===== config.mk =====
export PLATFORM = sky130hd
export DESIGN_NAME = fu_ldst
export DESIGN_NICKNAME = d
export VERILOG_FILES = /design/src/logic/ldst_pkg.sv /design/src/logic/mem_pkg.sv /design/src/logic/store_queue.sv /design/src/logic/lsq.sv /design/src/logic/fu_ldst.sv
export VERILOG_INCLUDE_DIRS = /design/src /design/src/logic
export SDC_FILE = /design/constraint.sdc
export NUM_CORES = 2
export LEC_CHECK = 0
export ABC_CLOCK_PERIOD_IN_PS = 30500
export BUFFER_PORTS_ARGS = -buffer_cell sky130_fd_sc_hd__buf_2
export CAP_MARGIN = 20
export CELL_PAD_IN_SITES_DETAIL_PLACEMENT = 1
export CELL_PAD_IN_SITES_GLOBAL_PLACEMENT = 2
export CORE_UTILIZATION = 38
export CTS_CLUSTER_DIAMETER = 120
export DETAILED_ROUTE_END_ITERATION = 10
export PLACE_DENSITY_LB_ADDON = 0.08
export SLEW_MARGIN = 20
export SYNTH_ARGS = -nofsm -noshare
export SYNTH_HDL_FRONTEND = slang
export SYNTH_SLANG_ARGS = --single-unit
export TNS_END_PERCENT = 10

===== constraint.sdc =====
create_clock -name clk -period 30.5 [get_ports clk]
set_input_delay 0 -clock clk [delete_from_list [all_inputs] [get_ports clk]]
set_output_delay 0 -clock clk [all_outputs]
set_load 0.01 [all_outputs]

===== src/logic/ldst_config.svh =====
`ifndef LDST_CONFIG_SVH
`define LDST_CONFIG_SVH

// Physical register tag and ROB index widths.
`define PRF_IDX_W 6
`define ROB_IDX_W 5

// Store queue geometry.
// The depth must stay a power of two so that index arithmetic wraps.
`define SQ_DEPTH 8
`define SQ_IDX_W 3

// Data memory size in doublewords.
`define DMEM_WORDS 64
`define DMEM_IDX_W 6

// Byte offset bits below the doubleword index.
`define DW_OFFSET_W 3

`endif


===== src/logic/ldst_pkg.sv =====
`include "ldst_config.svh"

package ldst_pkg;

  // One request from the issue stage, shared by loads and stores.
  typedef struct packed {
    logic [63:0]            opa;
    logic [63:0]            opb;
    logic [31:0]            inst;
    logic [`PRF_IDX_W-1:0]  dest_tag;
    logic [`ROB_IDX_W-1:0]  rob_idx;
  } ldst_req_t;

  // Load writeback toward the register file and the ROB.
  typedef struct packed {
    logic [63:0]            data;
    logic [`PRF_IDX_W-1:0]  dest_tag;
    logic [`ROB_IDX_W-1:0]  rob_idx;
  } ldst_result_t;

  // A store waiting for retirement.
  // addr_vld is set once the store has executed.
  typedef struct packed {
    logic                   valid;
    logic                   addr_vld;
    logic [63:0]            addr;
    logic [63:0]            data;
  } sq_entry_t;

endpackage


===== src/logic/mem_pkg.sv =====
package mem_pkg;

  // Write port request, driven by the store queue on retire.
  typedef struct packed {
    logic         en;
    logic [63:0]  addr;
    logic [63:0]  data;
  } mem_wr_t;

  // Read port request, driven by the lsq for loads that miss the queue.
  typedef struct packed {
    logic         en;
    logic [63:0]  addr;
  } mem_rd_t;

endpackage


===== src/logic/store_queue.sv =====
`timescale 1ns/1ps
`include "ldst_config.svh"

module store_queue import ldst_pkg::*, mem_pkg::*; (
  input  logic                  clk,
  input  logic                  rst_i,
  input  logic                  dp_en_i,
  input  logic                  st_vld_i,
  input  logic [`SQ_IDX_W-1:0]  sq_idx_i,
  input  logic [63:0]           st_addr_i,
  input  logic [63:0]           st_data_i,
  input  logic                  retire_i,
  input  logic [63:0]           search_addr_i,
  input  logic [`SQ_IDX_W-1:0]  search_pos_i,
  input  logic [`SQ_IDX_W-1:0]  query_pos_i,
  output logic [`SQ_IDX_W-1:0]  tail_o,
  output logic                  full_o,
  output logic                  fwd_hit_o,
  output logic [63:0]           fwd_data_o,
  output logic                  older_unknown_o,
  output mem_wr_t               mem_wr_o
);

  sq_entry_t              q [`SQ_DEPTH];
  logic [`SQ_IDX_W-1:0]   head;
  logic [`SQ_IDX_W-1:0]   tail;
  logic [`SQ_IDX_W:0]     count;
  logic [`SQ_IDX_W-1:0]   slot [`SQ_DEPTH];
  logic [`SQ_IDX_W-1:0]   search_dist;
  logic [`SQ_IDX_W-1:0]   query_dist;

  always_ff @(posedge clk) begin
    if (rst_i) begin
      head  <= '0;
      tail  <= '0;
      count <= '0;
      for (int i = 0; i < `SQ_DEPTH; i++) begin
        q[i].valid    <= 1'b0;
        q[i].addr_vld <= 1'b0;
      end
    end else begin
      if (dp_en_i) begin
        q[tail].valid    <= 1'b1;
        q[tail].addr_vld <= 1'b0;
        tail             <= tail + 1'b1;
      end
      if (st_vld_i) begin
        q[sq_idx_i].addr_vld <= 1'b1;
        q[sq_idx_i].addr     <= st_addr_i;
        q[sq_idx_i].data     <= st_data_i;
      end
      if (retire_i) begin
        q[head].valid    <= 1'b0;
        q[head].addr_vld <= 1'b0;
        head             <= head + 1'b1;
      end
      case ({dp_en_i, retire_i})
        2'b10:   count <= count + 1'b1;
        2'b01:   count <= count - 1'b1;
        default: count <= count;
      endcase
    end
  end

  // Slot k is the k-th oldest entry counted from the head.
  for (genvar k = 0; k < `SQ_DEPTH; k++) begin : g_slot
    assign slot[k] = head + `SQ_IDX_W'(k);
  end

  // Stores older than a position sit between the head and that position.
  // A position equal to the head therefore has no older stores.
  assign search_dist = search_pos_i - head;
  assign query_dist  = query_pos_i - head;

  // Later matches override earlier ones, so the youngest older store wins.
  always_comb begin
    fwd_hit_o       = 1'b0;
    fwd_data_o      = '0;
    older_unknown_o = 1'b0;
    for (int k = 0; k < `SQ_DEPTH; k++) begin
      if ((`SQ_IDX_W'(k) < search_dist) && q[slot[k]].valid && q[slot[k]].addr_vld &&
          (q[slot[k]].addr == search_addr_i)) begin
        fwd_hit_o  = 1'b1;
        fwd_data_o = q[slot[k]].data;
      end
      if ((`SQ_IDX_W'(k) < query_dist) && q[slot[k]].valid && !q[slot[k]].addr_vld) begin
        older_unknown_o = 1'b1;
      end
    end
  end

  // The head store goes to memory on retire.
  assign mem_wr_o.en   = retire_i;
  assign mem_wr_o.addr = q[head].addr;
  assign mem_wr_o.data = q[head].data;

  assign tail_o = tail;
  assign full_o = (count == (`SQ_IDX_W+1)'(`SQ_DEPTH));

endmodule


===== src/logic/lsq.sv =====
`timescale 1ns/1ps
`include "ldst_config.svh"

module lsq import ldst_pkg::*, mem_pkg::*; (
  input  logic                  clk,
  input  logic                  rst_i,
  input  logic [63:0]           addr_i,
  input  logic [63:0]           st_data_i,
  input  logic                  st_vld_i,
  input  logic                  ld_vld_i,
  input  logic [`SQ_IDX_W-1:0]  sq_idx_i,
  input  ldst_result_t          ld_tag_i,
  input  logic                  rob_st_retire_en_i,
  input  logic                  dp_en_i,
  input  logic [`SQ_IDX_W-1:0]  rs_ld_position_i,
  input  logic [`SQ_IDX_W-1:0]  ex_ld_position_i,
  input  logic [63:0]           mem_rdata_i,
  output mem_rd_t               mem_rd_o,
  output mem_wr_t               mem_wr_o,
  output ldst_result_t          result_o,
  output logic                  ld_done_o,
  output logic [`SQ_IDX_W-1:0]  lsq_sq_tail_o,
  output logic                  lsq_sq_full_o,
  output logic                  lsq_ld_iss_en_o
);

  logic          fwd_hit;
  logic [63:0]   fwd_data;
  logic          older_unknown;
  logic          ld_done_q;
  logic          fwd_sel_q;
  logic [63:0]   fwd_data_q;
  ldst_result_t  tag_q;

  store_queue u_store_queue (
    .clk             (clk),
    .rst_i           (rst_i),
    .dp_en_i         (dp_en_i),
    .st_vld_i        (st_vld_i),
    .sq_idx_i        (sq_idx_i),
    .st_addr_i       (addr_i),
    .st_data_i       (st_data_i),
    .retire_i        (rob_st_retire_en_i),
    .search_addr_i   (addr_i),
    .search_pos_i    (ex_ld_position_i),
    .query_pos_i     (rs_ld_position_i),
    .tail_o          (lsq_sq_tail_o),
    .full_o          (lsq_sq_full_o),
    .fwd_hit_o       (fwd_hit),
    .fwd_data_o      (fwd_data),
    .older_unknown_o (older_unknown),
    .mem_wr_o        (mem_wr_o)
  );

  // Memory is only read when no older store supplies the data.
  assign mem_rd_o.en   = ld_vld_i & ~fwd_hit;
  assign mem_rd_o.addr = addr_i;

  // A load may issue once all older stores know their address.
  assign lsq_ld_iss_en_o = ~older_unknown;

  always_ff @(posedge clk) begin
    if (rst_i) begin
      ld_done_q <= 1'b0;
    end else begin
      ld_done_q <= ld_vld_i;
    end
  end

  // Forward decision and tags line up with the memory read data.
  always_ff @(posedge clk) begin
    if (ld_vld_i) begin
      fwd_sel_q  <= fwd_hit;
      fwd_data_q <= fwd_data;
      tag_q      <= ld_tag_i;
    end
  end

  assign ld_done_o         = ld_done_q;
  assign result_o.data     = fwd_sel_q ? fwd_data_q : mem_rdata_i;
  assign result_o.dest_tag = tag_q.dest_tag;
  assign result_o.rob_idx  = tag_q.rob_idx;

endmodule


===== src/logic/fu_ldst.sv =====
`timescale 1ns/1ps
`include "ldst_config.svh"

module fu_ldst import ldst_pkg::*, mem_pkg::*; (
  input  logic                  clk,
  input  logic                  rst_i,
  input  ldst_req_t             req_i,
  input  logic                  st_vld_i,
  input  logic                  ld_vld_i,
  input  logic [`SQ_IDX_W-1:0]  sq_idx_i,
  input  logic                  rob_st_retire_en_i,
  input  logic                  dp_en_i,
  input  logic [`SQ_IDX_W-1:0]  rs_ld_position_i,
  input  logic [`SQ_IDX_W-1:0]  ex_ld_position_i,
  input  logic [63:0]           mem_rdata_i,
  output mem_rd_t               mem_rd_o,
  output mem_wr_t               mem_wr_o,
  output ldst_result_t          result_o,
  output logic                  ld_done_o,
  output logic                  st_done_o,
  output logic [`SQ_IDX_W-1:0]  lsq_sq_tail_o,
  output logic                  lsq_sq_full_o,
  output logic                  lsq_ld_iss_en_o
);

  logic [63:0]   mem_disp;
  logic [63:0]   eff_addr;
  ldst_result_t  ld_tag;

  // Displacement is the sign-extended low half of the instruction.
  assign mem_disp = {{48{req_i.inst[15]}}, req_i.inst[15:0]};
  assign eff_addr = req_i.opb + mem_disp;

  // Stores finish as soon as address and data land in the queue.
  assign st_done_o = st_vld_i;

  // Tags ride along with the load, data is filled in by the lsq.
  assign ld_tag.data     = '0;
  assign ld_tag.dest_tag = req_i.dest_tag;
  assign ld_tag.rob_idx  = req_i.rob_idx;

  lsq u_lsq (
    .clk                (clk),
    .rst_i              (rst_i),
    .addr_i             (eff_addr),
    .st_data_i          (req_i.opa),
    .st_vld_i           (st_vld_i),
    .ld_vld_i           (ld_vld_i),
    .sq_idx_i           (sq_idx_i),
    .ld_tag_i           (ld_tag),
    .rob_st_retire_en_i (rob_st_retire_en_i),
    .dp_en_i            (dp_en_i),
    .rs_ld_position_i   (rs_ld_position_i),
    .ex_ld_position_i   (ex_ld_position_i),
    .mem_rdata_i        (mem_rdata_i),
    .mem_rd_o           (mem_rd_o),
    .mem_wr_o           (mem_wr_o),
    .result_o           (result_o),
    .ld_done_o          (ld_done_o),
    .lsq_sq_tail_o      (lsq_sq_tail_o),
    .lsq_sq_full_o      (lsq_sq_full_o),
    .lsq_ld_iss_en_o    (lsq_ld_iss_en_o)
  );

endmodule


# Yosys cells after proc, flatten, opt, wreduce, memory -nomap -nowiden
# Memories as Yosys holds them, arrays and structs flattened. A register that Yosys moved wholly into a read port is not among the register bits.
# Cells that the tools add are included.
dict set report totals {
  reg_bits 87
  ramBits 1040
  input_bits 250
  output_inout_bits 276
  wordCells 152
  mem_count 1
}
dict set report op_classes {
  add_sub_neg 13
  n_lt_le_gt_ge 16
  n_eq_ne 11
  muxes 48
  n_bitwise 3
  n_reduce_logical 52
}
# name depth width rd rd_ports_with_merged_regs write_ports line_no
set memory_table {}
lappend memory_table {u_lsq.u_store_queue.q 8 130 8 1 8 store_queue.sv:24} ;# sq_entry_t q [`SQ_DEPTH];
# operator count
set ops {}
lappend ops {{$mux 64} 9}
lappend ops {{$eq 64x64->1} 8}
lappend ops {{$mux 130} 3}
lappend ops {{$reduce_or 130->1} 3}
lappend ops {{$add 64x64->64} 1}
lappend ops {{$logic_and 1x1->1} 40}
lappend ops {{$mux 1} 27}
lappend ops {{$lt 3x3->1 const A} 8}
lappend ops {{$mux 3} 6}
lappend ops {{$add 3x3->3 const B} 4}
lappend ops {{$lt 1x3->1 const A} 4}
lappend ops {{$lt 2x3->1 const A} 4}
lappend ops {{$logic_not 1->1} 8}
lappend ops {{$pmux 4 s2} 1}
lappend ops {{$add 3x1->3 const B} 2}
lappend ops {{$add 3x2->3 const B} 2}
lappend ops {{$sub 3x3->3} 2}
lappend ops {{$add 4x1->4 const B} 1}
lappend ops {{$eq 4x4->1 const B} 1}
lappend ops {{$mux 2} 2}
lappend ops {{$sub 4x1->4 const B} 1}
lappend ops {{$eq 2x1->1 const B} 1}
lappend ops {{$eq 2x2->1 const B} 1}
lappend ops {{$not 1->1} 2}
lappend ops {{2 further kinds} 2}

# Logic depth before layout (Yosys ltp)
dict set report logic_depth {
  word_depth 15
  mapped_depth 31
  ltp_nobuf 17
}

# Hierarchy
# A second synthesis with hierarchy kept.
dict set report unflattened {
  cells_unflattened 6868
  area_unflattened_um2 96806.6
}
# mod n_inst cells_each area_per_inst_um2 seq_area_each_um2
set by_module_without_submodules {}
lappend by_module_without_submodules {store_queue 1 6097 88996.6 31330.0}
lappend by_module_without_submodules {fu_ldst 1 556 3933.8 0.0}
lappend by_module_without_submodules {lsq 1 215 3876.2 2302.2}

# Worst setup path after synthesis
# No wires, ideal clock.
dict set report synth_timing {
  path_kind {in2reg}
  from {input port rst_i}
  to {memory u_lsq.u_store_queue.q[1][0] (netlist name), enable pin}
  setup_ns 0.776
  arrival_ns 9.361
  required_ns 29.724
  setup_slack_ns 20.363
  cell_stages 5
  n_path_buf 2
  path_cell_list {clkbuf_1 > inv_1 > clkbuf_1 > nand3_1 > nor3_1}
}
# element line_no
set synth_lines {}
lappend synth_lines {{start, declared} fu_ldst.sv:6} ;# input logic rst_i,
lappend synth_lines {{end, declared} store_queue.sv:24}

==> summary.txt <==
Layout
  • Storage element area: 33700 um^2
  • Area grow syn2layout: 12.9%
  • Finished Cell Area: 108000 um^2
  • Filler Cells Inserted: 25700
  • Most frequent cells in the layout: mux4_2 (1268), edfxtp_1 (1100), nand2_1 (910), buf_2 (508), mux2i_1 (494)
  • Fin nets: 8008
  • Area of the multi-input gates: 58800 um^2
  • Fraction of layout cells with a size suffix above 1: 0.332
  • Layout Utilization: 0.432
  • Most common cell after layout, fill and taps aside: mux4_2

Yosys
  • EDFF count, synth: 1100
  • Post-Syn Instances: 7285
  • Yosys cell types: 117
  • Mapped Area: 95400 um^2
  • Top FF cell, synth: edfxtp_1
  • Sequential share of the synthesized area: 0.352
  • Avg Cell Area, Syn: 13.1 um^2
  • #FFs+latches synth: 1130
  • Top-area cell type share of the netlist area: 0.346
  • Largest cells by area after synthesis: edfxtp_1 (35%), mux4_2 (30%), mux2i_1 (5.2%), nand2_1 (3.6%), mux2_2 (2.3%)
  • Yosys Warn Count: 0
  • Syn_nets: 7614
  • Post-synth top area cell: edfxtp_1
  • Synth async-reset ratio: 0

Floorplanning
  • I/O pin cnt: 526
  • Starting density of the core: 0.383
  • Core outline area: 249000 um^2
  • Die ar.: 253000 um^2
  • Num rows: 183
  • Die width: 503 um
  • Vert. Die Dim: 503 um

GRT
  • Total track usage: 0.343
  • Initial antenna violation count: 32
  • Global route total overflow: 0
  • Number of global-route vias before repair: 75800
  • Largest net degree at the start of global routing: 130
  • First-pass GRT wire length: 609 mm

Drt
  • Residual DRC count: 0
  • First DRT Iteration DRCs: 9668
  • 1st-pass router iterations: 6
  • Drt wl/cell: 39.6 um
  • Antenna Nets Post-Route: 0
  • Final WL: 441 mm
  • Drt via density: 6.96
  • Via count: 77500

Critical path
  • Startpoint class of the critical path: flop
  • WP data arrival: 11.22 ns
  • Worst EP required: 30.50 ns
  • Critical Path Start: u_lsq.u_store_queue.head[1]
  • CP endpoint kind: primary output
  • Worst reg-to-reg setup slack: 19.38 ns
  • Reg-to-reg endpoint: u_lsq.fwd_data_q[24]
  • R2R cell count: 20
  • Critical Path Fanout Max: 120
  • R2R Path Start: u_lsq.u_store_queue.head[1]
  • Type of the worst setup path: reg2out

Placed design
  • Detailed placer's ending HPWL: 304 mm
  • Placer Congestion: 1.02
  • Count of input and output buffers: 509
  • Placement Cell Area: 101000 um^2

STA
  • Final Hold Viols: 0
  • Period minus WS final: 11.22 ns
  • Final setup fails: 0
  • Headroom to the max-slew limit: 0.141
  • Setup TNS: 0 ns
  • RSZ-0062 raised after global routing: false
  • Fmax: 0.0891 GHz
  • Final period util: 0.368
  • Slew @ Worst Pin: 1.28 ns
  • Pins Over Slew Limit: 0
  • Final clock skew: 0.0617 ns

Power and ir drop
  • Pwr per Cell Area: 53.8 nW/um^2
  • Pwr Total: 5.79 mW
  • Pleak: 35.7 nW
  • VDD IR max: 0.0000513 V

Clock network
  • Clock tree buffer depth: 3
  • Htree depth: 4
  • Worst-path clk slew: 0.06 ns
  • Post-CTS Setup Inserts: 0
  • Root buffer cell: clkbuf_16
  • Clock sink count: 1130
  • CTS tree: done
  • Num CTS Buffers: 143
  • Clock Latency Late Sink: 0.86 ns

Run
  • Max-cap violations: 0

Min path
  • Hold Path End: u_lsq.u_store_queue.q[5][28]
  • Worst Hold Depth: 2
  • Beginning of the worst hold path: req_i[135]
  • Hold crit path type: in2reg

Run status
  • Status: completed
==> power breakdown <==
part | leakage [nW] | switching [mW] | internal (mW) | total (mW)
registers | 10.2 | 0.0486 | 1.78 | 1.83
clock network | 2.34 | 0.751 | 1.02 | 1.78
logic | 23.1 | 1.37 | 0.817 | 2.19
==> critical path, stage by stage, from the launching register on <==
cell and delay [ns]:
dfxtp_4 0.36, buf_4 0.52, buf_4 0.66, buf_4 0.69
buf_12 0.52, buf_4 0.68, buf_12 0.62, mux4_2 0.41
mux2i_1 0.62, xnor2_1 0.33, or2_2 0.35, a211oi_1 0.30
and4b_1 0.32, nand4_1 0.38, nor4_1 0.77, nand4_1 0.28
nand2_4 0.69, buf_4 0.89, nor4_1 0.23, buf_2 0.22
==> how the worst max path moves through the flow <==
stage,endpoint,slack [ns],cells past startpoint
2_1_floorplan,u_lsq.u_store_queue.q[1][0],20.36,5
6_report,mem_rd_o[64],19.28,19
4_1_cts,mem_rd_o[64],19.47,19
5_1_grt,mem_rd_o[64],19.31,19
3_5_place_dp,u_lsq.fwd_data_q[24],19.73,20
3_3_place_gp,u_lsq.fwd_data_q[10],19.81,20
==> sequential cells by signal, summed over array words and instances, names as in the netlist, named ones only <==
name / flops
u_lsq.u_store_queue.q: 1040
u_lsq.fwd_data_q: 64
u_lsq.result_o: 11
u_lsq.u_store_queue.count: 4
u_lsq.u_store_queue.head: 3
u_lsq.u_store_queue.tail_o: 3
u_lsq.fwd_sel_q: 1
u_lsq.ld_done_o: 1
==> timing repair <==
item	4_1_cts	5_1_grt
hold buffers	149	0
resized for setup	0	0
setup endpoints to repair	0	0
endpoints found under the hold margin	647	0
==> kinds of logic after synthesis <==
logic type / synth area share
AND/OR/NAND/NOR: 0.0900
AO/OA/AOI/OAI: 0.0891
buffers and inverters: 0.0350
flip-flops: 0.352
adder cells (fa/ha/maj): 0.0107
XOR/XNOR: 0.0483
multiplexers: 0.374
==> layout make-up <==
class,instances,area share
multi-input cells,5440,0.546
inverters,77,0.00296
clock inverters,91,0.0105
well taps,3330,0.0387
diodes,17,0.000395
clock buffers,171,0.0344
flip-flops and latches,1130,0.312
repair buffers,887,0.0551
==> through the flow <==
step	hold WS, ns	setup slack, ns	std cells
floorplan	0.0918	20.36	7285
finish	0.0478	19.28	11100
detailed placement	0.180	19.73	10700
CTS	0.00173	19.47	11100
global route	0.0452	19.31	11100
global placement	0.178	19.81	10700
==> per-layer routing <==
layer	vias to the layer above	track usage	routed length (um)
met3	693	0.101	50700
met2	4564	0.504	192000
met1	41500	0.480	182000
met4	8	0.117	16500
li1	30800	-	-
met5	-	0	63
==> synthesized netlist by cell type, drive strengths merged (27+ instances only) <==
master / number
nor2b: 80
nand4: 105
dfxtp: 30
clkbuf: 279
nand3: 143
mux4: 1268
xor2: 148
nand2: 911
a21o: 32
and2: 27
a221oi: 79
inv: 75
nor3: 76
a41oi: 65
a31oi: 38
a22oi: 32
mux2: 191
nor2: 214
a21oi: 361
xnor3: 50
xnor2: 222
o21ai: 131
buf: 359
edfxtp: 1100
a211oi: 99
o41a: 65
nand2b: 28
mux2i: 501
o2111ai: 27
nor4: 62
ha: 75
(Power assumes the default switching activity.)
